==> src/common/mem_pkg.sv <==
package mem_pkg;

    localparam int xlen        = 32;
    localparam int lanes       = xlen / 8;        // bytes per word
    localparam int offset_bits = $clog2(lanes);   // byte offset inside a word

    // reference encoding of the 3-bit access mode
    typedef enum logic [2:0] {
        mode_none   = 3'd0,
        mode_word   = 3'd1,
        mode_half   = 3'd2,
        mode_byte   = 3'd3,
        mode_half_u = 3'd4,
        mode_byte_u = 3'd5
    } mem_mode_e;

    typedef enum logic [2:0] {
        res_alu = 3'd0,
        res_mem = 3'd1,
        res_pc4 = 3'd2,
        res_imm = 3'd3
    } result_src_e;

    // only the signed encodings double as store modes
    function automatic logic is_store(input mem_mode_e mode);
        return (mode == mode_word) || (mode == mode_half) || (mode == mode_byte);
    endfunction

    function automatic logic is_half(input mem_mode_e mode);
        return (mode == mode_half) || (mode == mode_half_u);
    endfunction

    function automatic logic is_byte(input mem_mode_e mode);
        return (mode == mode_byte) || (mode == mode_byte_u);
    endfunction

endpackage

==> src/lsu/load_extend.sv <==
`timescale 1ns/1ps

module load_extend import mem_pkg::*; (
    input  mem_mode_e              mode,
    input  logic [offset_bits-1:0] offset,
    input  logic                   misaligned,
    input  logic [xlen-1:0]        rdata_word,
    output logic [xlen-1:0]        load_data
);

    logic [7:0]  sel_byte;
    logic [15:0] sel_half;

    // offset 0 sits in the top byte
    always_comb begin
        case (offset)
            2'd0: begin
                sel_byte = rdata_word[31:24];
            end
            2'd1: begin
                sel_byte = rdata_word[23:16];
            end
            2'd2: begin
                sel_byte = rdata_word[15:8];
            end
            default: begin
                sel_byte = rdata_word[7:0];
            end
        endcase
    end

    // only even offsets reach here for halves
    assign sel_half = offset[1] ? rdata_word[15:0] : rdata_word[31:16];

    always_comb begin
        load_data = '0;
        if (!misaligned) begin
            case (mode)
                mode_word: begin
                    load_data = rdata_word;
                end
                mode_half: begin
                    load_data = {{(xlen-16){sel_half[15]}}, sel_half};
                end
                mode_byte: begin
                    load_data = {{(xlen-8){sel_byte[7]}}, sel_byte};
                end
                mode_half_u: begin
                    load_data = {{(xlen-16){1'b0}}, sel_half};
                end
                mode_byte_u: begin
                    load_data = {{(xlen-8){1'b0}}, sel_byte};
                end
                default: begin
                    load_data = '0;         // mode_none and unused codes
                end
            endcase
        end
    end

endmodule

==> config.mk <==
export PLATFORM = sky130hd
export DESIGN_NAME = load_extend
export DESIGN_NICKNAME = d
export VERILOG_FILES = /design/src/common/mem_pkg.sv /design/src/lsu/load_extend.sv
export SDC_FILE = /design/constraint.sdc
export NUM_CORES = 1
export LEC_CHECK = 0
export BUFFER_PORTS_ARGS = -buffer_cell sky130_fd_sc_hd__clkbuf_2
export CAP_MARGIN = 20
export CORE_MARGIN = 2
export CORE_UTILIZATION = 37
export DETAILED_ROUTE_END_ITERATION = 10
export PLACE_DENSITY = 0.77
export REMOVE_ABC_BUFFERS = 1
export SYNTH_ARGS = -nofsm -noshare
export SYNTH_HDL_FRONTEND = slang
export SYNTH_SLANG_ARGS = --single-unit
==> constraint.sdc <==
create_clock -name vclk -period 2.8
set_clock_uncertainty 0.15 [all_clocks]
set_input_delay 0.84 -clock vclk [all_inputs]
set_output_delay 0.84 -clock vclk [all_outputs]
set_load 0.02 [all_outputs]
# After elaboration in Yosys (flattened, before gate mapping)
# Index checks and enable logic that the tools add are counted.
[classes] muxes=4 eq_ne=7 reduce_logical=1
[ops] operator="32-bit one-hot mux with 5 select lines" count=1
[ops] operator="32-bit 2-to-1 mux" count=1
[ops] operator="8-bit one-hot mux with 3 select lines" count=1
[ops] operator="16-bit 2-to-1 mux" count=1
[ops] operator="3-bit by 2-bit == test with 1-bit output (second input constant)" count=2
[ops] operator="3-bit == test (second input constant)" count=2
[ops] operator="3-bit by 1-bit == test with 1-bit output (second input constant)" count=1
[ops] operator="2-bit by 1-bit == test with 1-bit output (second input constant)" count=1
[ops] operator="2-bit == test (second input constant)" count=1
[ops] operator="2-bit zero test" count=1
[word_totals] input_bits=38 reg_bits=0 wordCells=12 output_inout_bits=32

# Longest topological paths before layout
[depth] ltp_word=4 depth_mapped=6 mapped_depth_nobuf=4

# Least setup slack after synthesis
# Ideal clock, no wire load.
[synth_path] path_kind="input to output" startpoint="input port mode[0]" endpoint="output port load_data[21]" stages=5 n_path_buf=2 arrival_time_ns=2.035 path_slack_ns=-0.225 required_time_ns=1.810 path_cell_list="buf_2 > nor3b_2 > clkbuf_1 > nand2_1 > a21oi_1"
[synth_via] elab_chain_cells=3 word_cells_on_any_way=7 classes_between="eq/ne (5); mux (2)"
[synth_lines] element="start: declaration" line="load_extend.sv:4" rtl="input mem_mode_e mode,"
[synth_lines] element="3-bit == test (tied with other cells)" line="load_extend.sv:38" rtl="case (mode)"
[synth_lines] element="32-bit one-hot mux with 5 select lines *" line="load_extend.sv:38"
[synth_lines] element="32-bit 2-to-1 mux *" line="load_extend.sv:37" rtl="if (!misaligned) begin"
[synth_lines] element="end: declaration" line="load_extend.sv:8" rtl="output logic [xlen-1:0] load_data"
# Every way passes the cells marked *; elsewhere a longest branch is shown, timed or not.

# Worst setup path in the final report
[layout_path] startpoint="input port offset[1]" endpoint="output port load_data[6]"
[layout_via] elab_chain_cells=4 word_cells_on_any_way=7 classes_between="eq/ne (2); mux (4); reduce/logical (1)"
[layout_lines] element="start: declaration" line="load_extend.sv:5" rtl="input logic [offset_bits-1:0] offset,"
[layout_lines] element="2-bit == test (tied with other cells)" line="load_extend.sv:16" rtl="case (offset)"
[layout_lines] element="8-bit one-hot mux with 3 select lines" line="load_extend.sv:16"
[layout_lines] element="32-bit one-hot mux with 5 select lines *" line="load_extend.sv:38"
[layout_lines] element="32-bit 2-to-1 mux *" line="load_extend.sv:37"
# Marked as above.

==> results.md <==
* Number of global-route vias before repair at roughly 1400
* Max rail drop VDD at ~0.17 mV
* Max-Cap Viols at 0
* Routed WL per cell at approximately 25 µm
* Synthesized area per cell at 6.55 µm²
* Biggest area consumer among synthesized cells: a21oi_1
* Hold Vio Cnt, Final at 0
* CP max FO at 8
* CP Capture Type: output port
* Gate Count Post-Synth at between 100 and 150
* Final core occ at 0.949
* Slew Viols, Final at 0
* RSZ-0062 raised after global routing: true
* Worst setup SP type: input port
* Antenna cell count at 0
* Total gr overflow at 0
* Via Count at approximately 1600
* HPWL after DPL at between 2000 and 3000 µm
* Final setup vio count at 32
* Die H at between 50 and 60 µm
* Pleak at between 0.8 and 0.9 nW
* First-pass GRT wire length at around 6500 µm
* PnR worst setup slack at -0.347 ns
* P per Cell Area at 184 nW/µm²
* Synth cell types at 29
* Synth-to-Final Area Change at 147%
* Total GRT Usage at 0.316
* # rows at 17
* GP Congestion at around 0.92
* Sequential area share after synthesis at 0
* Failing checks: negative setup slack
* FFs & Latches at 0
* Setup TNS at -7.75 ns
* Fin nets at around 250
* Hold wc startpoint: rdata_word[24]
* Initial antenna violation count at 0
* DR iter-0 viols at 96
* Slowest cell on the critical path: mux2_2
* Tightest Pin Transition at a little over 0.3 ns
* Die Wd at just over 50 µm
* CP top delay family: buffers and inverters
* Critical path class: in2out
* Largest cells by area after synthesis: a21oi_1 (16%), mux2i_1 (11%), mux2_2 (9.5%)
* Routed vias/inst at between 6 and 7
* Die ar. at approximately 2600 µm²
* IO Pins at 70
* Minimum clock period at between 3 and 4 ns
* Yosys warns at 0
* Crit path buf inv count at 3
* DRT antenna net count at 0
* Crit-path cells: clkbuf_16 -> buf_12 -> mux2_2 -> nor2_2 -> a211oi_2 -> a221o_1 -> clkbuf_8
* Starting Density at 0.384
* Slew margin rel. at 0.795
* Clk_buf instances at 0
* Final Power at about 0.00038 W
* FF+latch area at 0 µm²
* CP peak stage delay at 0.36 ns
* Core ar. at 2170 µm²
* Area of the mapped netlist at 832 µm²
* WP data arrival at ~2.2 ns
* First-pass DRT Iterations at 5
* Largest net degree at the start of global routing at 15
* Buffers on Ports at 70
* Total Wirelength at about 5900 µm
* Area fraction of the dominant cell type after synthesis at 0.156
* Share of layout cells above drive strength 1 at 0.736
* DRC Markers at 0
* Hold Crit Class: in2out
* Final Cycle Share at 1.12
* Start point of the critical path: offset[1]
* Status: complete, but fails checks
* WP data required at between 1.5 and 2 ns
* Max Freq at between 300 and 400 MHz
[Yosys cell counts (2+ instances only)]
cell type and instances:
mux2_2 7, a22oi_1 7, a221o_1 7, nand3_1 3, nor2_1 9, nand2_1 20, a211oi_1 7, inv_1 2
buf_6 2, buf_4 2, mux2i_1 9, nor2b_1 3, buf_2 6, a21oi_1 26, clkbuf_1 3
[metal layers]
metal / up-vias / part of all wire / global-route usage
li1: 661 / - / -
met1: 743 / 0.34 / 0.377
met2: 153 / 0.47 / 0.579
met3: 60 / 0.12 / 0.0351
met4: 0 / 0.078 / 0.105
met5: - / 0 / 0
[cell families (layout without fill, tap and decap cells)]
logic type | after synthesis | in the layout | synth area share
buffers and inverters | 15 | 100 | 0.104
AO/OA/AOI/OAI | 53 | 53 | 0.420
XOR/XNOR | 1 | 1 | 0.0196
AND/OR/NAND/NOR | 42 | 42 | 0.254
multiplexers | 16 | 16 | 0.203
[through the flow]
| stage | setup slack [ns] | instance area [µm²] | cells | hold WS [ns] |
|---|---|---|---|---|
| 4_1_cts | -0.208 | 1670 | 235 | 1.87 |
| 2_1_floorplan | -0.793 | 753 | 114 | 1.61 |
| 3_3_place_gp | -0.249 | 1310 | 231 | 1.86 |
| 6_report | -0.347 | 2060 | 240 | 1.89 |
| 3_5_place_dp | -0.266 | 1310 | 231 | 1.87 |
| 5_1_grt | -0.386 | 2060 | 240 | 1.90 |
[path summary, 6_finish.rpt]
kind,end,slack [ns],cells past startpoint
worst min-delay path,load_data[24],1.89,4
worst max-delay path,load_data[6],-0.35,7
[area by class of cell]
cell class                      instances  area (µm²)
Timing Repair Buffer                   98         921
Tap cell                               28        35.0
Inverter                                2        7.51
Multi-Input combinational cell        112        1090
Fill cell                              59         111
[report_power, final]
group / leakage (nW) / switching, W / internal, W
clock network: 0 / 0 / 0
registers: 0 / 0 / 0
logic: 0.853 / 0.000200 / 0.000178
[worst min-delay path: cells and delay by family]
family	cells	cell delay, ns
simple gates	1	0.07
buf+inv	2	0.22
compound gates	1	0.07
[cells in the final DEF (no fill, tap or decap), types with 2 or more instances in the layout]
master	n
mux2_2	2
a21oi_2	18
buf_12	4
a221o_1	7
clkbuf_2	34
mux2i_4	2
nor2_2	2
mux2i_1	6
a22oi_1	7
a211oi_1	5
a21oi_4	8
nor2_1	2
a211oi_2	2
nor3b_4	2
buf_4	20
clkbuf_8	13
mux2_4	5
clkbuf_16	2
nand2_1	20
nor2_4	5
buf_6	23
[repair_timing]
item | in CTS | in global routing
hold buffers | 0 | 0
buffers inserted | 2 | 3
gates cloned | 2 | 2
resized for setup | 68 | 108
setup endpoints to repair | 32 | 32
pin swaps | 17 | 9
Note: power is estimated with default switching activity, not from simulation.
