===== config.mk =====
export PLATFORM = sky130hd
export DESIGN_NAME = access_decode
export DESIGN_NICKNAME = d
export VERILOG_FILES = /design/src/common/mem_pkg.sv /design/src/lsu/access_decode.sv
export SDC_FILE = /design/constraint.sdc
export NUM_CORES = 1
export LEC_CHECK = 0
export BUFFER_PORTS_ARGS = -buffer_cell sky130_fd_sc_hd__buf_2
export CELL_PAD_IN_SITES_DETAIL_PLACEMENT = 0
export CELL_PAD_IN_SITES_GLOBAL_PLACEMENT = 2
export CORE_MARGIN = 4
export CORE_UTILIZATION = 13
export DETAILED_ROUTE_END_ITERATION = 7
export PLACE_DENSITY_LB_ADDON = 0.12
export SETUP_SLACK_MARGIN = 0.05
export SYNTH_ARGS = -nofsm -noshare
export SYNTH_HDL_FRONTEND = slang
export SYNTH_SLANG_ARGS = --single-unit

===== constraint.sdc =====
create_clock -name vclk -period 1.81
set_clock_uncertainty 0.15 [all_clocks]
set_input_delay 0.362 -clock vclk [all_inputs]
set_output_delay 0.362 -clock vclk [all_outputs]
set_load 0.02 [all_outputs]

===== src/common/mem_pkg.sv =====
package mem_pkg;

    localparam int xlen        = 32;
    localparam int lanes       = xlen / 8;        // bytes per word
    localparam int offset_bits = $clog2(lanes);   // byte offset inside a word

    // reference encoding of the 3-bit access mode
    typedef enum logic [2:0] {
        mode_none   = 3'd0,
        mode_word   = 3'd1,
        mode_half   = 3'd2,
        mode_byte   = 3'd3,
        mode_half_u = 3'd4,
        mode_byte_u = 3'd5
    } mem_mode_e;

    typedef enum logic [2:0] {
        res_alu = 3'd0,
        res_mem = 3'd1,
        res_pc4 = 3'd2,
        res_imm = 3'd3
    } result_src_e;

    // only the signed encodings double as store modes
    function automatic logic is_store(input mem_mode_e mode);
        return (mode == mode_word) || (mode == mode_half) || (mode == mode_byte);
    endfunction

    function automatic logic is_half(input mem_mode_e mode);
        return (mode == mode_half) || (mode == mode_half_u);
    endfunction

    function automatic logic is_byte(input mem_mode_e mode);
        return (mode == mode_byte) || (mode == mode_byte_u);
    endfunction

endpackage


===== src/lsu/access_decode.sv =====
`timescale 1ns/1ps

module access_decode import mem_pkg::*; (
    input  mem_mode_e              mode,
    input  logic [offset_bits-1:0] offset,
    input  logic                   we,
    input  logic [xlen-1:0]        write_data,
    output logic [lanes-1:0]       byte_en,
    output logic [xlen-1:0]        wdata_lanes,
    output logic                   misaligned
);

    logic [lanes-1:0] lane_mask;    // lanes an aligned access covers
    logic             store_ok;

    // natural alignment, bytes always pass
    always_comb begin
        misaligned = 1'b0;
        if (mode == mode_word) begin
            misaligned = (offset != '0);
        end else if (is_half(mode)) begin
            misaligned = offset[0];
        end
    end

    // byte_en[3] is offset 0, big-endian
    always_comb begin
        lane_mask = '0;
        if (mode == mode_word) begin
            lane_mask = 4'b1111;
        end else if (is_half(mode)) begin
            lane_mask = offset[1] ? 4'b0011 : 4'b1100;  // upper byte at the lower offset
        end else if (is_byte(mode)) begin
            lane_mask = 4'b1000 >> offset;
        end
    end

    // data copied into every lane, byte_en picks the live ones
    always_comb begin
        case (mode)
            mode_half: begin
                wdata_lanes = {2{write_data[15:0]}};
            end
            mode_byte: begin
                wdata_lanes = {lanes{write_data[7:0]}};
            end
            default: begin
                wdata_lanes = write_data;
            end
        endcase
    end

    assign store_ok = we && is_store(mode) && !misaligned;
    assign byte_en  = store_ok ? lane_mask : '0;

endmodule


# After elaboration in Yosys (flattened, before gate mapping)
# Index checks and enable logic that the tools add are counted.
# Widths: inputs -> output; s select.
# classes
n_shift	1
reduce_logical	8
n_mux	8
eq_ne	5
# op_table
op	count
$pmux 32 s2	1
$mux 4	5
$eq 3x2->1 const B	2
$eq 3x3->1 const B	2
$logic_or 1x1->1	4
$shr 4x2->4 const A	1
$eq 3x1->1 const B	1
$logic_and 1x1->1	2
$mux 1	2
$reduce_bool 2->1	1
$logic_not 1->1	1
# word_totals
inputBits	38
regBits	0

# Depth between registers and ports, before layout
# Gate-level depths: netlist of the first run.
# depth
depth_word	7
depth_mapped	5

# Worst setup path before layout of the first run
# Ideal clock, no wire load.
# synth_timing
kind	input to output
from	input mode[0]
to	output byte_en[3]
t_required_ns	1.298
n_path_buf	1
stages	3
setup_slack_ns	-0.031
t_arrival_ns	1.329
path_cell_list	buf_2 nor2_1 nor4_1
# synth_between
elab_chain_len	7
# synth_rtl
element	line	text
start: declaration	access_decode.sv:4	input mem_mode_e mode,
$eq 3x2->1 / $eq 3x3->1 (equally long branches)	mem_pkg.sv:26, mem_pkg.sv:30	
$logic_or 1x1->1	mem_pkg.sv:30	return (mode == mode_half) || (mode == mode_half_u);
$mux 1	access_decode.sv:21	end else if (is_half(mode)) begin
$mux 1	access_decode.sv:19	if (mode == mode_word) begin
$logic_not 1->1	access_decode.sv:53	assign store_ok = we && is_store(mode) && !misaligned;
$logic_and 1x1->1	access_decode.sv:53	
$mux 4 (*)	access_decode.sv:54	assign byte_en = store_ok ? lane_mask : '0;
end: declaration	access_decode.sv:8	output logic [lanes-1:0] byte_en,
# Mark *: on every way between the ends. The rest lies on a longest branch, timed or not.

# Worst setup path in the final report of the first run
# layout_timing
from	input mode[1]
to	output byte_en[2]
# The elaborated chain is that of the path after synthesis.

==> results of run 1 <==
## cell families (layout without fill, tap and decap cells)
family | count (synthesis) | count (layout) | share of synthesized area, %
xor+xnor | 1 | 1 | 1.64
buf+inv | 14 | 94 | 17.5
mux | 24 | 24 | 48.6
compound gates | 13 | 13 | 14.5
simple gates | 19 | 19 | 17.8
## critical path, delay by kind of cell
| kind | cells | cell delay, ns |
|---|---|---|
| buf+inv | 2 | 0.31 |
| simple gates | 2 | 0.66 |
| compound gates | 1 | 0.06 |
## final cells by class
class,instances,area (µm²)
repair buffers,92,608
multi-input cells,57,509
fillers,443,2810
inverters,2,7.51
well taps,50,62.6
## timing repair
item	in CTS	in global routing
pin swaps	1	3
setup endpoints to repair	28	28
buffers inserted	1	1
gates resized for setup	36	9
## how the worst max path moves through the flow
stage / start / to / slack [ns] / cells past startpoint
after floorplan: mode[2] / wdata_lanes[29] / -0.002 / 4
after global placement: mode[1] / byte_en[0] / -0.12 / 5
after detailed placement: mode[1] / byte_en[0] / -0.15 / 5
after CTS: mode[1] / byte_en[2] / -0.11 / 5
after global routing: mode[1] / byte_en[2] / -0.13 / 5
final: mode[1] / byte_en[2] / -0.09 / 5
## cell usage after synthesis
cell | instances | share of area (%)
o21ai_0 | 9 | 8.4
mux2i_1 | 8 | 15
nor4_1 | 1 | 1.2
o41ai_1 | 1 | 1.6
or4_1 | 1 | 1.4
nand2_1 | 9 | 6.3
xor2_1 | 1 | 1.6
nor3b_1 | 1 | 1.4
buf_4 | 8 | 11
buf_2 | 3 | 2.8
o31ai_1 | 2 | 2.8
mux2_2 | 16 | 34
nand3b_1 | 1 | 1.4
inv_1 | 2 | 1.4
nor2_1 | 2 | 1.4
nand2b_1 | 4 | 4.7
a211o_1 | 1 | 1.6
buf_6 | 1 | 2.1
## power by group
| part | leakage (nW) | internal, mW | switching, mW |
|---|---|---|---|
| Combinational | 0.668 | 0.172 | 0.173 |
| Sequential | 0 | 0 | 0 |
| Clock | 0 | 0 | 0 |
## per-stage QoR
| step | utilization, % | cell area (µm²) | std cells |
|---|---|---|---|
| 2_1_floorplan | - | 549 | 71 |
| 3_5_place_dp | 25.6 | 1030 | 199 |
| 5_1_grt | 29.7 | 1190 | 201 |
| 6_report | 29.7 | 1190 | 201 |
| 3_3_place_gp | 25.6 | 1030 | 199 |
| 4_1_cts | 29.0 | 1160 | 200 |
## per-layer routing
layer  routed length (µm)  vias to the layer above  GRT usage (%)
met4                    0                        0              0
met5                    0                        -              0
met1                  996                      339           12.3
met2                 1220                       41           15.6
li1                     -                      411              -
met3                  199                        0          0.831
==> flow_summary.toml, run 1 <==
[timing]
setup_ws_ns = -0.0942
fin_crit_ns = 1.90
finalMaxSlewViolations = 0
setup_viol = 11
tns_ns = -0.309
max_freq_mhz = 525
relSlewSlack_pct = 80.2
rsz0062_at_grt = "yes"
worst_pin_slew_ns = 0.296
holdWs_ns = 0.839
timing.final.crit_share_pct = 105
hold_viol = 0

[floorplanning]
die_area_um2 = 5210
start_util_pct = 13.4
die-height_um = 72.2
fp-row-count = 23
core-area_um2 = 4000
ioPinCount = 75
die_x_um = 72.2

[power_and_ir_drop]
cellLeakagePower_nw = 0.668
ir_worst_vdd_mv = 0.0909
power_mw = 0.344
power_density_nw_per_um2 = 290

[final_layout]
drive_gt1_share_pct = 76.2
seqCellArea_um2 = 0
antenna_cells = 0
final.clkbuf_count = 0
final_net_count = 191
area_growth_pct = 122
final_common_cell = "buf_2"
flops_and_latches = 0
final_cell_mix = "buf_2 (59), buf_4 (19), buf_6 (12), nand2_1 (9)"

[place]
io_buffers = 75
gp_congestion = 0.850
pre_cts_ws_ns = -0.152
dpl.hpwl_um = 2030

[critical_path]
crit_fanout = 4
critPathRequiredTime_ns = 1.30
crit_chain = "buf_8 > nand2b_4 > or4_4 > o41ai_2 > buf_2"
cpPeakStageDelay_ns = 0.53
crit_path_top_delay_cell = "or4_4"
crit_type = "in -> out"
worst_setup_path_start_kind = "input port"
end_kind = "output port"
critical_path_arrival_ns = 1.39

[global_routing]
antenna_found_initial = 0
grt_max_degree = 16
grt_pass1_wl_um = 3840
grt_overflow = 0
grt_usage_pct = 8.81
grt_pass1_vias = 786

[drt]
drtAntennaViolNets = 0
wl_per_cell_um = 12.0
drt-total-wl_um = 2410
vias = 791
drt_iter0_markers = 34
drc_errors = 0
first_pass_iters = 4
vias_per_cell = 3.94

[min_path]
hold_class = "in -> out"
worstHoldStart = "write_data[0]"
hold_path_end = "wdata_lanes[0]"
whs_path_depth = 2

[logic_synthesis]
synth_cells = 71
ys_warn_count = 0
syn_area_per_cell_um2 = 7.54
synth_area_um2 = 536
synthesis.nets = 109
synth.distinct_cells = 18
synth-seq-area-share_pct = 0

[run_status]
status = "finished with violations"
violations = "setup timing"

[job]
maxCapViolCount = 0

[clock_network]
cts_hold_buf = 0
(Power assumes the default switching activity.)
==> inputs of run 2 (changes only) <==
BUFFER_PORTS_ARGS = -buffer_cell sky130_fd_sc_hd__buf_4   (was -buffer_cell sky130_fd_sc_hd__buf_2)
==> flow_summary.toml, run 2 (same netlist as run 1, synthesis figures left out) <==
[place]
gp_congestion = 0.844
dpl.hpwl_um = 2060
dp.cells = 198
io_buffers = 75

[final_layout]
instances_no_fill = 198
flops_and_latches = 0
final.clkbuf_count = 0
fillCellCount = 436
area_growth_pct = 147
final_common_cell = "buf_4"
fin_util_pct = 33.0
final_cell_mix = "buf_4 (76), buf_6 (11), nand2_1 (9)"
antenna_cells = 0
seqCellArea_um2 = 0
drive_gt1_share_pct = 77.0
final_net_count = 188

[run_status]
status = "finished with violations"
violations = "setup timing"

[power_and_ir_drop]
p_int_mw = 0.209
pwr-share-comb_pct = 100.0
seqPwrFrac_pct = 0
clkPwrFrac_pct = 0
power_mw = 0.383
p_switching_mw = 0.174
swShare_pct = 45.4
cellLeakagePower_nw = 0.710
power_density_nw_per_um2 = 290
ir_worst_vdd_mv = 0.0932

[critical_path]
end_kind = "output port"
critical_path_arrival_ns = 1.35
crit_fanout = 4
critPathRequiredTime_ns = 1.30
worst_setup_path_start_kind = "input port"
crit_type = "in -> out"

[floorplanning]
die_area_um2 = 5210
fp-row-count = 23
core-area_um2 = 4000
start_util_pct = 13.4
die_x_um = 72.2
die-height_um = 72.2
ioPinCount = 75

[timing]
setup_viol = 12
setup_ws_ns = -0.0526
relSlewSlack_pct = 82.3
finalMaxSlewViolations = 0
max_freq_mhz = 537
fin_crit_ns = 1.86
hold_viol = 0
tns_ns = -0.162
worst_pin_slew_ns = 0.265
holdWs_ns = 0.800
rsz0062_at_grt = "yes"
timing.final.crit_share_pct = 103

[drt]
vias_per_cell = 4.03
vias = 797
drt-total-wl_um = 2470
drt_iter0_markers = 13
drtAntennaViolNets = 0
first_pass_iters = 3
wl_per_cell_um = 12.5
drc_errors = 0

[global_routing]
grt_overflow = 0
grt_max_degree = 23
grt_usage_pct = 9.07
antenna_found_initial = 0
grt_pass1_vias = 871
grt_pass1_wl_um = 3990

[job]
maxCapViolCount = 0

[clock_network]
cts_setup_buffers = 0

[min_path]
hold_class = "in -> out"
==> run 2: final cells by class <==
cell class | count | area [µm²] | area share [%]
inverters | 2 | 7.51 | 0.568
multi-input cells | 57 | 522 | 39.5
well taps | 50 | 62.6 | 4.73
repair buffers | 89 | 729 | 55.2
==> run 2: worst paths after layout <==
path	start	to	slack (ns)	depth (start not counted)
min	write_data[0]	wdata_lanes[0]	0.80	2
max	mode[1]	byte_en[2]	-0.05	5
==> run 2: worst max-delay path: stages <==
cell and delay (ns):
buf_8 0.10, nand2b_4 0.13, or4_4 0.50, o41ai_2 0.07
buf_4 0.19
==> run 2: power by group through the flow <==
stage	clock (mW)	sequential, mW	combinational (mW)
after floorplan	0	0	0.172
after global placement	0	0	0.355
after detailed placement	0	0	0.354
after CTS	0	0	0.382
after global routing	0	0	0.412
final	0	0	0.383
==> run 2: layer usage <==
metal  vias up  part of all wire, %  GRT usage [%]
met5         -                    0              0
met4         0                    0              0
met3         0                  8.6           1.25
met2        39                   54           17.1
met1       355                   38           11.5
li1        403                    -              -
==> run 2: timing repair <==
item,4_1_cts,5_1_grt
hold buffers,0,0
setup endpoints to repair,20,24
resized for setup,23,7
hold endpoints to repair,0,0
pin swaps,1,3
==> run 2: per-stage QoR <==
step           area [µm²]  worst slack, ns
2_1_floorplan         549         -0.00166
3_3_place_gp         1210           -0.110
3_5_place_dp         1210           -0.142
4_1_cts              1300          -0.0912
5_1_grt              1320          -0.0877
6_report             1320          -0.0526
==> inputs of run 3 (changes only) <==
ABC_AREA = 0   (was default)
CORE_UTILIZATION = 14   (was 13)
clock period = 2.4 ns   (was 1.81 ns; I/O delays follow)
==> flow_summary.toml, run 3 (same netlist as run 1, synthesis figures left out) <==
[power_and_ir_drop]
ir_worst_vdd_mv = 0.0732
power_density_nw_per_um2 = 221
cellLeakagePower_nw = 0.579

[timing]
holdWs_ns = 1.03
rsz0062_at_grt = "no"
tns_ns = 0
relSlewSlack_pct = 82.4
setup_ws_ns = 0.206
max_freq_mhz = 456
hold_viol = 0
timing.final.crit_share_pct = 91.4
finalMaxSlewViolations = 0
worst_pin_slew_ns = 0.261
setup_viol = 0
fin_crit_ns = 2.19

[final_layout]
fin_area_um2 = 1110
multiInputGateArea_um2 = 442
area_growth_pct = 107
instances_no_fill = 187
final_common_cell = "buf_4"
antenna_cells = 0
seqCellArea_um2 = 0
drive_gt1_share_pct = 69.1
final_net_count = 179
fillCellCount = 418
final_cell_mix = "buf_4 (80), mux2_2 (16), nand2_1 (9), o21ai_0 (9), mux2i_1 (8)"
final.clkbuf_count = 0
flops_and_latches = 0

[critical_path]
critPathLaunch = "mode[1]"
crit_type = "in -> out"
crit_fanout = 7
worst_setup_path_start_kind = "input port"
critPathRequiredTime_ns = 1.77
critical_path_arrival_ns = 1.56
end_kind = "output port"

[place]
placedInstanceArea_um2 = 1110
dp.cells = 187
pre_cts_ws_ns = 0.205
gp_congestion = 0.695
dpl.hpwl_um = 1870
io_buffers = 75

[drt]
wl_met1_um = 851
wl_per_cell_um = 11.5
first_pass_iters = 2
top_layer = "met3"
drc_errors = 0
drt_iter0_markers = 4
drt-total-wl_um = 2140
wl_met3_um = 229
dr_wl_met2_um = 1060
vias_per_cell = 4.06
vias = 759
drtAntennaViolNets = 0

[floorplanning]
die-height_um = 69.8
start_util_pct = 14.5
die_area_um2 = 4880
ioPinCount = 75
core-area_um2 = 3690
die_x_um = 69.8
fp-row-count = 22

[min_path]
hold_path_end = "wdata_lanes[7]"
hold_class = "in -> out"
whs_path_depth = 2
worstHoldStart = "write_data[7]"

[clock_network]
cts_hold_buf = 0
post_cts_resized = 0
cts_setup_buffers = 0

[run_status]
status = "completed"

[global_routing]
antenna_found_initial = 0
grt_pass1_vias = 784
grt_pass1_wl_um = 3570
grt_max_degree = 14
grt_usage_pct = 8.33
grt_overflow = 0

[job]
maxCapViolCount = 0
==> run 3: power by group <==
part	switching [mW]	total, mW	internal [mW]
logic	0.117	0.245	0.128
clock network	0	0	0
registers	0	0	0
total	0.117	0.245	0.128
==> run 3: final cells by class <==
cell class	count	area share, %
Inverter	2	0.676
Multi-Input combinational cell	57	39.8
Timing Repair Buffer	80	54.1
Tap cell	48	5.41
==> run 3: layer usage <==
metal  vias to the layer above  global-route usage [%]
li1                        390                       -
met1                       327                    10.3
met2                        42                    15.5
met3                         0                    1.74
met4                         0                       0
met5                         -                       0
==> run 3: worst max-delay path by stage <==
stage / slack [ns] / endpoint
final: 0.21 / byte_en[2]
after global routing: 0.14 / byte_en[2]
after CTS: 0.21 / byte_en[2]
after detailed placement: 0.20 / byte_en[2]
after global placement: 0.23 / byte_en[2]
after floorplan: 0.32 / byte_en[3]
==> run 3: critical path, stage by stage <==
cell and delay (ns):
buf_4 0.14, nand2b_1 0.16, or4_1 0.50, o41ai_1 0.08, buf_4 0.20
==> run 3: through the flow <==
stage          util, %  power, mW
2_1_floorplan        -      0.127
6_report          30.1      0.245
3_5_place_dp      30.1      0.248
5_1_grt           30.1      0.266
4_1_cts           30.1      0.249
3_3_place_gp      30.1      0.250
